**src/verilog/board_ctl_pkg.sv**
```systemverilog
`default_nettype none

package board_ctl_pkg;

	// ----------------------------------------------------------
	// register map, 6-bit word addresses
	// ----------------------------------------------------------
	typedef enum logic [5:0] {
		REG_PWMC = 6'd2, // fan duty, write only
		REG_WDG  = 6'd3,
		REG_SFT  = 6'd4,
		REG_FAN0 = 6'd5, // read only
		REG_FAN1 = 6'd6, // read only
		REG_TIME = 6'd7
	} reg_addr_e;

	// shift register commands, data bits 1:0 of an SFT write
	typedef enum logic [1:0] {
		SFT_MASTER_RESET  = 2'd0,
		SFT_SHIFT_BYTE    = 2'd1,
		SFT_STORE         = 2'd2,
		SFT_OUTPUT_ENABLE = 2'd3
	} shift_cmd_e;

	// ----------------------------------------------------------
	// window and field widths
	// ----------------------------------------------------------
	localparam int TICK_CYCLES = 100; // one measurement window
	localparam int TICK_W      = $clog2(TICK_CYCLES);
	localparam int PWM_W       = 10;
	localparam int CNT_W       = 26; // watchdog and fan counts
	localparam int TIM_W       = 6;

endpackage

`default_nettype wire

```
**src/verilog/shift_driver.sv**
```systemverilog
`timescale 1ns/1ps
`default_nettype none

module shift_driver import board_ctl_pkg::*; (
	input  wire logic       CLK_I,
	input  wire logic       RST_I,
	input  wire logic       start,
	input  wire shift_cmd_e cmd,
	input  wire logic       oen_bit,
	input  wire logic [7:0] din,
	output logic            done,
	output logic            shcp,
	output logic            ds,
	output logic            stcp,
	output logic            mr_n,
	output logic            oe_n
);

	typedef enum logic [1:0] {
		IDLE,
		SHIFT,
		RESET_LOW,
		STORE_PULSE
	} state_e;

	state_e     state;
	logic [3:0] bit_cnt; // bit index in [3:1], clock phase in [0]
	logic [7:0] sreg;

	// ----------------------------------------------------------
	// sequencer
	// ----------------------------------------------------------
	always_ff @(posedge CLK_I or posedge RST_I) begin
		if (RST_I) begin
			state   <= IDLE;
			bit_cnt <= '0;
			done    <= 1'b0;
			shcp    <= 1'b0;
			ds      <= 1'b0;
			stcp    <= 1'b0;
			mr_n    <= 1'b1;
			oe_n    <= 1'b1;
		end else begin
			done <= 1'b0;
			case (state)
				IDLE: begin
					bit_cnt <= '0;
					if (start) begin
						case (cmd)
							SFT_MASTER_RESET: begin
								mr_n  <= 1'b0;
								state <= RESET_LOW;
							end
							SFT_SHIFT_BYTE: begin
								ds    <= din[7]; // MSB goes out first
								state <= SHIFT;
							end
							SFT_STORE: begin
								stcp  <= 1'b1;
								state <= STORE_PULSE;
							end
							SFT_OUTPUT_ENABLE: begin
								oe_n <= oen_bit;
								done <= 1'b1;
							end
						endcase
					end
				end
				SHIFT: begin
					bit_cnt <= bit_cnt + 4'd1;
					if (!bit_cnt[0]) begin
						shcp <= 1'b1; // data settled, clock it in
					end else begin
						shcp <= 1'b0;
						if (bit_cnt == 4'd15) begin
							ds    <= 1'b0;
							done  <= 1'b1;
							state <= IDLE;
						end else begin
							ds <= sreg[6];
						end
					end
				end
				RESET_LOW: begin
					bit_cnt <= bit_cnt + 4'd1;
					if (bit_cnt == 4'd1) begin // low for two cycles
						mr_n  <= 1'b1;
						done  <= 1'b1;
						state <= IDLE;
					end
				end
				STORE_PULSE: begin
					stcp  <= 1'b0;
					done  <= 1'b1;
					state <= IDLE;
				end
			endcase
		end
	end

	// data byte, moves up one place after each shcp high cycle
	always_ff @(posedge CLK_I) begin
		if (state == IDLE && start && cmd == SFT_SHIFT_BYTE)
			sreg <= din;
		else if (state == SHIFT && bit_cnt[0])
			sreg <= {sreg[6:0], 1'b0};
	end

endmodule

`default_nettype wire

```
**src/verilog/fan_tach.sv**
```systemverilog
`timescale 1ns/1ps
`default_nettype none

module fan_tach import board_ctl_pkg::*; (
	input  wire logic             CLK_I,
	input  wire logic             RST_I,
	input  wire logic             tick,
	input  wire logic             fan_in,
	output logic      [CNT_W-1:0] rate
);

	logic [2:0]       fan_sync;
	logic             fan_fall;
	logic [CNT_W-1:0] edge_cnt;

	// ----------------------------------------------------------
	// synchroniser and falling edge
	// ----------------------------------------------------------
	always_ff @(posedge CLK_I or posedge RST_I) begin
		if (RST_I)
			fan_sync <= '0;
		else
			fan_sync <= {fan_sync[1:0], fan_in};
	end

	assign fan_fall = fan_sync[2] & ~fan_sync[1];

	// count edges over one window, then latch the result
	always_ff @(posedge CLK_I or posedge RST_I) begin
		if (RST_I) begin
			edge_cnt <= '0;
			rate     <= '0;
		end else if (tick) begin
			rate     <= edge_cnt;
			edge_cnt <= CNT_W'(fan_fall); // edge on the tick starts the next window
		end else if (fan_fall) begin
			edge_cnt <= edge_cnt + CNT_W'(1);
		end
	end

endmodule

`default_nettype wire

```
**src/verilog/countdown_timer.sv**
```systemverilog
`timescale 1ns/1ps
`default_nettype none

module countdown_timer import board_ctl_pkg::*; (
	input  wire logic             CLK_I,
	input  wire logic             RST_I,
	input  wire logic             tick,
	input  wire logic             load,
	input  wire logic             load_en,
	input  wire logic             mask_in,
	input  wire logic [TIM_W-1:0] count_in,
	output logic      [TIM_W-1:0] count,
	output logic                  mask,
	output logic                  irq
);

	// ----------------------------------------------------------
	// count in whole windows
	// ----------------------------------------------------------
	always_ff @(posedge CLK_I or posedge RST_I) begin
		if (RST_I) begin
			count <= '0;
			mask  <= 1'b1; // masked out of reset
		end else begin
			if (load)
				mask <= mask_in;
			// a load write wins over a tick in the same cycle
			if (load && load_en)
				count <= count_in;
			else if (tick && count != '0)
				count <= count - TIM_W'(1);
		end
	end

	// level, held until reloaded or masked
	assign irq = ~mask & (count == '0);

endmodule

`default_nettype wire

```
**src/verilog/board_ctl.sv**
```systemverilog
`timescale 1ns/1ps
`default_nettype none

module board_ctl import board_ctl_pkg::*; (
	input  wire logic        CLK_I,
	input  wire logic        RST_I,
	// bus slave
	input  wire logic        stb,
	input  wire logic        we,
	input  wire logic [5:0]  adr,
	input  wire logic [31:0] dat_i,
	output logic      [31:0] dat_o,
	output logic             ack,
	// fan drive and watchdog
	output logic             pwm,
	output logic             watch_dog,
	// 74HC595 pins
	output logic             sft_shcp,
	output logic             sft_ds,
	output logic             sft_stcp,
	output logic             sft_mr_n,
	output logic             sft_oe_n,
	// tachometers and timers
	input  wire logic        fan_in0,
	input  wire logic        fan_in1,
	output logic             time0_int,
	output logic             time1_int
);

	// ----------------------------------------------------------
	// bus acknowledge and decode
	// ----------------------------------------------------------
	logic access;
	logic wr_strobe;
	logic rd_strobe;

	always_ff @(posedge CLK_I or posedge RST_I) begin
		if (RST_I)
			ack <= 1'b0;
		else
			ack <= stb & ~ack; // one cycle, then drop
	end

	assign access    = stb & ~ack;
	assign wr_strobe = access & we;
	assign rd_strobe = access & ~we;

	logic pwm_wr, wdg_wr, sft_wr, time_wr;

	assign pwm_wr  = wr_strobe & (adr == REG_PWMC);
	assign wdg_wr  = wr_strobe & (adr == REG_WDG);
	assign sft_wr  = wr_strobe & (adr == REG_SFT);
	assign time_wr = wr_strobe & (adr == REG_TIME);

	// ----------------------------------------------------------
	// PWM
	// ----------------------------------------------------------
	logic [PWM_W-1:0] pwm_duty;
	logic [PWM_W-1:0] pwm_cnt;

	always_ff @(posedge CLK_I or posedge RST_I) begin
		if (RST_I) begin
			pwm_duty <= '0;
			pwm_cnt  <= '0;
		end else begin
			pwm_cnt <= pwm_cnt + PWM_W'(1); // free running, 1024 period
			if (pwm_wr)
				pwm_duty <= dat_i[PWM_W-1:0];
		end
	end

	assign pwm = pwm_cnt < pwm_duty;

	// ----------------------------------------------------------
	// watchdog
	// ----------------------------------------------------------
	logic             wdg_en;
	logic [CNT_W-1:0] wdg_cnt;

	always_ff @(posedge CLK_I or posedge RST_I) begin
		if (RST_I) begin
			wdg_en  <= 1'b0;
			wdg_cnt <= '0;
		end else begin
			if (wdg_wr)
				wdg_en <= dat_i[0];
			// load only when already running or being switched on
			if (wdg_wr && (wdg_en || dat_i[0]))
				wdg_cnt <= dat_i[CNT_W:1];
			else if (wdg_cnt != '0)
				wdg_cnt <= wdg_cnt - CNT_W'(1);
		end
	end

	assign watch_dog = wdg_en && (wdg_cnt == CNT_W'(1) || wdg_cnt == CNT_W'(2));

	// ----------------------------------------------------------
	// window tick
	// ----------------------------------------------------------
	logic [TICK_W-1:0] tick_cnt;
	logic              tick;

	assign tick = (tick_cnt == TICK_W'(TICK_CYCLES - 1));

	always_ff @(posedge CLK_I or posedge RST_I) begin
		if (RST_I)
			tick_cnt <= '0;
		else if (tick)
			tick_cnt <= '0;
		else
			tick_cnt <= tick_cnt + TICK_W'(1);
	end

	// ----------------------------------------------------------
	// shift register driver
	// ----------------------------------------------------------
	logic sft_done;
	logic sft_done_r; // sticky until next SFT write

	always_ff @(posedge CLK_I or posedge RST_I) begin
		if (RST_I)
			sft_done_r <= 1'b0;
		else if (sft_wr)
			sft_done_r <= 1'b0;
		else if (sft_done)
			sft_done_r <= 1'b1;
	end

	shift_driver u_shift (
		.CLK_I   (CLK_I),
		.RST_I   (RST_I),
		.start   (sft_wr),
		.cmd     (shift_cmd_e'(dat_i[1:0])),
		.oen_bit (dat_i[2]),
		.din     (dat_i[15:8]),
		.done    (sft_done),
		.shcp    (sft_shcp),
		.ds      (sft_ds),
		.stcp    (sft_stcp),
		.mr_n    (sft_mr_n),
		.oe_n    (sft_oe_n)
	);

	// tachometers
	logic [CNT_W-1:0] fan_rate0, fan_rate1;

	fan_tach u_fan0 (.CLK_I(CLK_I), .RST_I(RST_I), .tick(tick), .fan_in(fan_in0), .rate(fan_rate0));
	fan_tach u_fan1 (.CLK_I(CLK_I), .RST_I(RST_I), .tick(tick), .fan_in(fan_in1), .rate(fan_rate1));

	// timers, channel 0 in the low half, channel 1 in the high half
	logic [TIM_W-1:0] tim_cnt0, tim_cnt1;
	logic             tim_mask0, tim_mask1;

	countdown_timer u_tim0 (
		.CLK_I    (CLK_I),
		.RST_I    (RST_I),
		.tick     (tick),
		.load     (time_wr),
		.load_en  (dat_i[0]),
		.mask_in  (dat_i[1]),
		.count_in (dat_i[7:2]),
		.count    (tim_cnt0),
		.mask     (tim_mask0),
		.irq      (time0_int)
	);

	countdown_timer u_tim1 (
		.CLK_I    (CLK_I),
		.RST_I    (RST_I),
		.tick     (tick),
		.load     (time_wr),
		.load_en  (dat_i[16]),
		.mask_in  (dat_i[17]),
		.count_in (dat_i[23:18]),
		.count    (tim_cnt1),
		.mask     (tim_mask1),
		.irq      (time1_int)
	);

	// ----------------------------------------------------------
	// read mux
	// ----------------------------------------------------------
	logic       rd_act;
	logic [5:0] rd_adr;

	always_ff @(posedge CLK_I or posedge RST_I) begin
		if (RST_I) begin
			rd_act <= 1'b0;
			rd_adr <= '0;
		end else begin
			rd_act <= rd_strobe;
			rd_adr <= adr; // sampled with the access
		end
	end

	always_comb begin
		dat_o = '0;
		if (rd_act) begin
			case (rd_adr)
				REG_WDG:  dat_o = {5'b0, wdg_cnt, wdg_en};
				REG_SFT:  dat_o = {28'b0, sft_done_r, sft_oe_n, 2'b0};
				REG_FAN0: dat_o = {6'b0, fan_rate0};
				REG_FAN1: dat_o = {6'b0, fan_rate1};
				REG_TIME: dat_o = {8'b0, tim_cnt1, tim_mask1, 1'b0,
				                   8'b0, tim_cnt0, tim_mask0, 1'b0};
				default:  dat_o = '0; // PWMC is write only
			endcase
		end
	end

endmodule

`default_nettype wire

```
**config.mk**
```make
export PLATFORM = sky130hd
export DESIGN_NAME = board_ctl
export DESIGN_NICKNAME = d
export VERILOG_FILES = /design/src/verilog/board_ctl_pkg.sv /design/src/verilog/shift_driver.sv /design/src/verilog/fan_tach.sv /design/src/verilog/countdown_timer.sv /design/src/verilog/board_ctl.sv
export SDC_FILE = /design/constraint.sdc
export NUM_CORES = 1
export LEC_CHECK = 0
export BUFFER_PORTS_ARGS = -buffer_cell sky130_fd_sc_hd__buf_2
export CORE_MARGIN = 5
export CORE_UTILIZATION = 55
export DETAILED_ROUTE_END_ITERATION = 16
export PLACE_DENSITY = 0.83
export SLEW_MARGIN = 0
export SYNTH_ARGS = -nofsm -noshare
export SYNTH_HDL_FRONTEND = slang
export SYNTH_HIERARCHICAL = 1
export SYNTH_SLANG_ARGS = --single-unit
```
**constraint.sdc**
```tcl
create_clock -name CLK_I -period 6.3 [get_ports CLK_I]
set_clock_uncertainty 0.05 [all_clocks]
set_input_delay 0.315 -clock CLK_I [delete_from_list [all_inputs] [get_ports CLK_I]]
set_output_delay 0.315 -clock CLK_I [all_outputs]
set_load 0.05 [all_outputs]
```
# After elaboration in Yosys (flattened, before gate mapping)
# Cells that the tools add are included.
totals:
  ff_bits: 206
  latchBits: 0
  mem_bits_rw: 0
  romBits: 0
  output_inout_bits: 42
  wordCells: 160
  n_memories: 0
op_classes:
  add_sub_neg: 8
  n_mul: 0
  div: 0
  n_lt_le_gt_ge: 1
  eq_ne: 28
  shift: 0
  mux: 43
  bitwise_logic: 17
  reduce_logical: 35
op_table:
  columns: ["cell", "count"]
  rows:
  - ["26-bit two-way mux", 6]
  - ["27-bit case mux with 5 select lines", 1]
  - ["26-bit by 1-bit adder with 26-bit output, second input constant", 2]
  - ["6-bit by 3-bit equality test with 1-bit output, second input constant", 6]
  - ["27-bit two-way mux", 1]
  - ["26-bit by 1-bit equality test with 1-bit output, second input constant", 1]
  - ["26-bit by 2-bit equality test with 1-bit output, second input constant", 1]
  - ["26-bit nonzero test", 1]
  - ["26-bit by 1-bit subtractor with 26-bit output, second input constant", 1]
  - ["6-bit two-way mux", 4]
  - ["2-bit nonzero test", 11]
  - ["7-bit two-way mux", 3]
  - ["6-bit by 2-bit equality test with 1-bit output, second input constant", 3]
  - ["1-bit two-way mux", 17]
  - ["6-bit zero test", 2]
  - ["6-bit nonzero test", 2]
  - ["6-bit by 1-bit subtractor with 6-bit output, second input constant", 2]
  - ["1-bit bitwise AND", 11]
  - ["10-bit by 1-bit adder with 10-bit output, second input constant", 1]
  - ["10-bit less-than comparator", 1]
  - ["1-bit logical AND", 9]
  - ["2-bit equality test, second input constant", 4]
  - ["2-bit two-way mux", 4]
  - ["2-bit by 1-bit inequality test with 1-bit output, second input constant", 4]
  - ["other kinds (20)", 34]

# Depth between registers and ports, before layout
depth:
  depth_word: 7
  ltp_mapped: 8

# By module
# The synthesis kept the hierarchy.
modules_own_cells:
  columns: ["mod", "instances", "cells_each", "area_each_um2", "seq_area_each_um2"]
  rows:
  - ["fan_tach", 2, 206, 2464.9, 1376.3]
  - ["board_ctl", 1, 416, 3832.4, 1576.5]
  - ["shift_driver", 1, 101, 1091.0, 513.0]
  - ["countdown_timer", 2, 48, 447.9, 176.4]

# Least setup slack after synthesis
# No wires, ideal clock.
synth_path:
  path_kind: "flip-flop to output port"
  from: "register wdg_cnt[16]"
  to: "output watch_dog"
  t_arrival_ns: 2.525
  required_time_ns: 5.935
  path_slack_ns: 3.410
  stages_incl_launch_ff: 4
  cell_sequence: "dfrtp_1 > nor4_1 > nand3_1 > nor4_1"
synth_between:
  elab_chain_cells: 3
  word_cells_on_any_way: 4
  classes_between: "eq/ne (2); reduce/logical (2)"
synth_rtl:
  columns: ["element", "line", "text"]
  rows:
  - ["from (decl)", "board_ctl.sv:78", "logic [CNT_W-1:0] wdg_cnt;"]
  - ["from (signal assigned)", "board_ctl.sv:89", "wdg_cnt <= dat_i[CNT_W:1];"]
  - ["from (signal assigned)", "board_ctl.sv:91", "wdg_cnt <= wdg_cnt - CNT_W'(1);"]
  - ["26-bit by 1-bit equality test with 1-bit output / 26-bit by 2-bit equality test with 1-bit output (equally long branches)", "board_ctl.sv:95", "assign watch_dog = wdg_en && (wdg_cnt == CNT_W'(1) || wdg_cnt == CNT_W'(2));"]
  - ["1-bit logical OR (*)", "board_ctl.sv:95", null]
  - ["1-bit logical AND (*)", "board_ctl.sv:95", null]
  - ["to (decl)", "board_ctl.sv:16", "output logic watch_dog,"]
# Mark *: on every way between the ends. The rest lies on a longest branch, timed or not.

# Worst setup path after layout
layout_path:
  from: "register rd_adr[3]"
  to: "output dat_o[1]"
layout_between:
  elab_chain_cells: 3
  word_cells_on_any_way: 7
  classes_between: "eq/ne (5); mux (2)"
layout_rtl:
  columns: ["element", "line", "text"]
  rows:
  - ["from (decl)", "board_ctl.sv:184", "logic [5:0] rd_adr;"]
  - ["from (signal assigned)", "board_ctl.sv:192", "rd_adr <= adr;"]
  - ["6-bit by 3-bit equality test with 1-bit output / 6-bit by 2-bit equality test with 1-bit output (equally long branches)", "board_ctl.sv:199", "case (rd_adr)"]
  - ["27-bit case mux with 5 select lines (*)", "board_ctl.sv:199", null]
  - ["27-bit two-way mux (*)", "board_ctl.sv:198", "if (rd_act) begin"]
  - ["to (decl)", "board_ctl.sv:12", "output logic [31:0] dat_o,"]
# Marks and branches as above.

==> key figures <==
Synth
  – Post-synth EDFFs: 7
  – Post-synth ARST share: 0.966
  – Post-synthesis simple-gate area fraction: 0.198
  – Mapped Area: 10700 um2
  – Adder-cell share of the synthesized area: 0.0384
  – Mean Syn Cell Area: 10.5 um2
  – Ys Warns: 6
  – Post-synth top flop: dfrtp_1
  – Compound-Gate Fraction of Synth Area: 0.107
  – Largest family of logic cells by synthesized area: simple AND/OR/NAND/NOR gates
  – Post-synthesis mux area share: 0.101
  – Sequential share of the synthesized area: 0.483
  – Post-synthesis cell type count: 70
  – Register bit total from synthesis: 206
  – Xor/xnor share of the synthesized area: 0.0342
  – Synth Instances: 1025

Critical path
  – Reg2reg start: tick_cnt[0]
  – Startpoint Class: flop
  – CP arrival: 3250 ps
  – Worst Path Required: 5930 ps
  – Crit path to: dat_o[1]
  – Reg2reg setup slack: 3390 ps
  – Setup CP Type: flop to primary output
  – R2R Path End: u_fan0/rate[14]
  – Reg2reg path depth: 6
  – Worst Path Max Fanout: 14
  – Crit. End Element: primary output
  – Setup crit start: rd_adr[3]

Min path
  – Hold WC Path Type: input pin to flop
  – Hold Path Cell Cnt: 3

Timing
  – Rel. slew slack: 0.219
  – Slew Viols, Final: 0
  – Setup_tns: 0 ps
  – Period utilization: 0.573
  – Final setup vio count: 0
  – Final Hold Vio Count: 0
  – RSZ-0062 raised after global routing: no
  – Worst Tran Pin Value: 1170 ps
  – Max frequency: 277 MHz
  – Final hold slack: 10.6 ps
  – Min Tclk post-route: 3610 ps

Cells and area
  – Synth-to-layout area growth: 13.5%
  – Layout cells sized above 1: 0.215
  – Layout Nets: 1176
  – Fillers: 1510
  – N_diodes: 0

Routing
  – Residual DRC count: 0
  – Iter 0 DRT Violations: 905
  – DR pass1 iterations: 7
  – Routed len/inst: 19.3 um
  – Final WL: 26600 um
  – Total number of vias: 8439
  – ANT nets after route: 0
  – Vias/cell: 6.12

Clock network
  – H-tree Lvls: 1
  – Skew-Pair Late Insertion Delay: 500 ps
  – Post-CTS setup buffers: 0
  – Reg clk slew, reported paths: 60 ps
  – CTS Root Cell: clkbuf_16
  – CTS tree: built
  – CTS buffer count: 23
  – Sink Count: 206
  – Max Root-Sink Buffers: 3

Global routing
  – GR Overflow Total: 0
  – Grt met3 use: 0.0366
  – Met2 Track Usage GR: 0.393
  – Total GRT Usage: 0.242
  – Largest net degree at the start of global routing: 88
  – Met1 Usage GRT: 0.329
  – First-pass GRT wire length: 43600 um
  – Gr busiest metal: met2
  – Number of global-route vias before repair: 8357
  – Initial antenna violation count: 0

Power and ir drop
  – Switching pwr: 0.980 mW
  – Clk pwr share: 0.397
  – Net Sw Frac: 0.285
  – Leak: 5.47 nW
  – Internal: 2.46 mW
  – VDD IR max: 0.000180 V
  – Pwr Density: 282 nW/um2
  – Seq pwr share: 0.464
  – Combinational power share: 0.138

Die
  – Die Wd: 150 um
  – Core ar.: 19300 um2
  – IO Pins: 86
  – DIE HEIGHT: 150 um
  – Starting Density: 0.556
  – Rows: 51
  – Full die area: 22400 um2

Placement
  – PortBufs: 75
  – Routability cong.: 0.872
  – Post-DP HPWL: 18400 um

Run status
  – Status: finished, final reports clean

Job
  – Max Cap Violations: 0
==> metal layers <==
metal / part of all wire / wire, um
met5: 0 / 0
met4: 0.042 / 1110
met3: 0.076 / 2020
met2: 0.48 / 12600
met1: 0.41 / 10800
==> power by group through the flow <==
| stage | clock, mW | sequential [mW] | combinational (mW) |
|---|---|---|---|
| 2_1_floorplan | 0 | 1.59 | 0.351 |
| 3_3_place_gp | 0 | 1.61 | 0.442 |
| 3_5_place_dp | 0 | 1.61 | 0.460 |
| 4_1_cts | 1.38 | 1.59 | 0.476 |
| 5_1_grt | 1.44 | 1.61 | 0.530 |
| 6_report | 1.37 | 1.60 | 0.476 |
==> per-stage QoR <==
step	power, mW	instances	util	area [um2]	worst slack (ps)
after floorplan	1.94	1029	-	10800	3410
after global placement	2.05	1326	0.584	11300	3360
after detailed placement	2.07	1326	0.584	11300	3320
after CTS	3.45	1379	0.631	12200	2710
after global routing	3.58	1379	0.631	12200	2480
final	3.44	1379	0.631	12200	2690
==> sequential cells by signal, indices dropped and copies added (netlist names), 2 cells and up <==
signal,flops
u_tim1/count,6
u_fan0/rate,26
u_shift/state,2
u_fan1/fan_sync,3
u_shift/bit_cnt,4
u_tim0/count,6
tick_cnt,7
u_fan0/fan_sync,3
u_fan1/edge_cnt,26
rd_adr,6
wdg_cnt,26
u_fan0/edge_cnt,26
u_fan1/rate,26
pwm_duty,10
u_shift/sreg,7
pwm_cnt,10
==> cell families (layout without fill, tap and decap cells) <==
logic type / count (synthesis) / count (layout)
flip-flops: 206 / 206
multiplexers: 98 / 98
AO/OA/AOI/OAI: 177 / 177
XOR/XNOR: 42 / 42
buffers and inverters: 91 / 176
adder cells (fa/ha/maj): 33 / 33
AND/OR/NAND/NOR: 377 / 377
other: 1 / 5
==> placed cells by master (no fill, tap or decap), types with 8 or more instances in the layout <==
cell type,netlist,layout
o31ai_1,13,13
dfrtp_1,195,195
clkbuf_16,0,23
nand4_1,22,22
mux2i_1,12,12
buf_4,7,9
and3_1,18,18
nor2b_1,19,19
o21ai_0,28,28
nand2_1,68,68
xor2_1,25,25
a222oi_1,12,12
a22oi_1,26,26
dlygate4sd3_1,0,13
buf_2,15,75
ha_1,33,33
nand3_1,31,31
a31oi_1,17,17
inv_1,38,35
a21oi_1,51,51
mux2_2,79,79
nor4_1,19,19
or4_1,13,13
nand2b_1,8,8
nor3_1,12,12
or3_1,18,18
nor2_1,101,101
xnor2_1,17,17
==> cell usage after synthesis (all sizes together) (4+ instances only) <==
cell | count | area, um2
ha | 33 | 413
and4b | 5 | 57.6
or4 | 13 | 97.6
a21oi | 51 | 255
buf | 32 | 180
edfxtp | 7 | 210
nand2b | 8 | 50.1
and4 | 5 | 43.8
dfstp | 4 | 105
nor4 | 22 | 174
or2 | 4 | 25.0
nor3b | 5 | 47.5
o31ai | 13 | 97.6
and2 | 4 | 25.0
xnor2 | 17 | 149
mux2 | 86 | 968
nor3 | 17 | 123
nor2b | 19 | 119
nand4 | 25 | 193
or3 | 18 | 113
a222oi | 12 | 120
nor2 | 101 | 379
dfrtp | 195 | 4880
a31oi | 17 | 106
and3 | 18 | 113
xor2 | 25 | 219
nand2 | 70 | 278
mux2i | 12 | 120
nand3 | 34 | 185
clkbuf | 20 | 75.1
a22oi | 26 | 195
inv | 39 | 146
o21ai | 34 | 170
==> worst max-delay path, cell delays in order, from the launching register on <==
cell     delay [ps]
dfrtp_1         360
nor3_1          430
nand2_1         150
nor2_1          840
a22oi_1         330
a21oi_1         320
buf_2           310
==> worst min-delay path by stage <==
stage,from,end,slack [ps]
after floorplan,RST_I,u_tim0/count[0],70
after global placement,u_fan1/fan_sync[0],u_fan1/fan_sync[1],280
after detailed placement,u_fan1/fan_sync[0],u_fan1/fan_sync[1],290
after CTS,dat_i[22],wdg_cnt[21],2
after global routing,dat_i[6],wdg_cnt[5],20
final,dat_i[6],wdg_cnt[5],10
==> final cells by class <==
class | instances | area [um2] | area share
clock inverters | 7 | 91.3 | 0.00748
repair buffers | 97 | 573 | 0.0470
multi-input cells | 732 | 5180 | 0.425
inverters | 39 | 146 | 0.0120
flip-flops and latches | 206 | 5190 | 0.426
clock buffers | 33 | 683 | 0.0560
well taps | 265 | 332 | 0.0272
==> what timing repair did <==
action,in CTS,in global routing
hold buffers,13,0
endpoints found under the hold margin,34,0
resized for setup,0,0
Note: power is estimated with default switching activity, not from simulation.
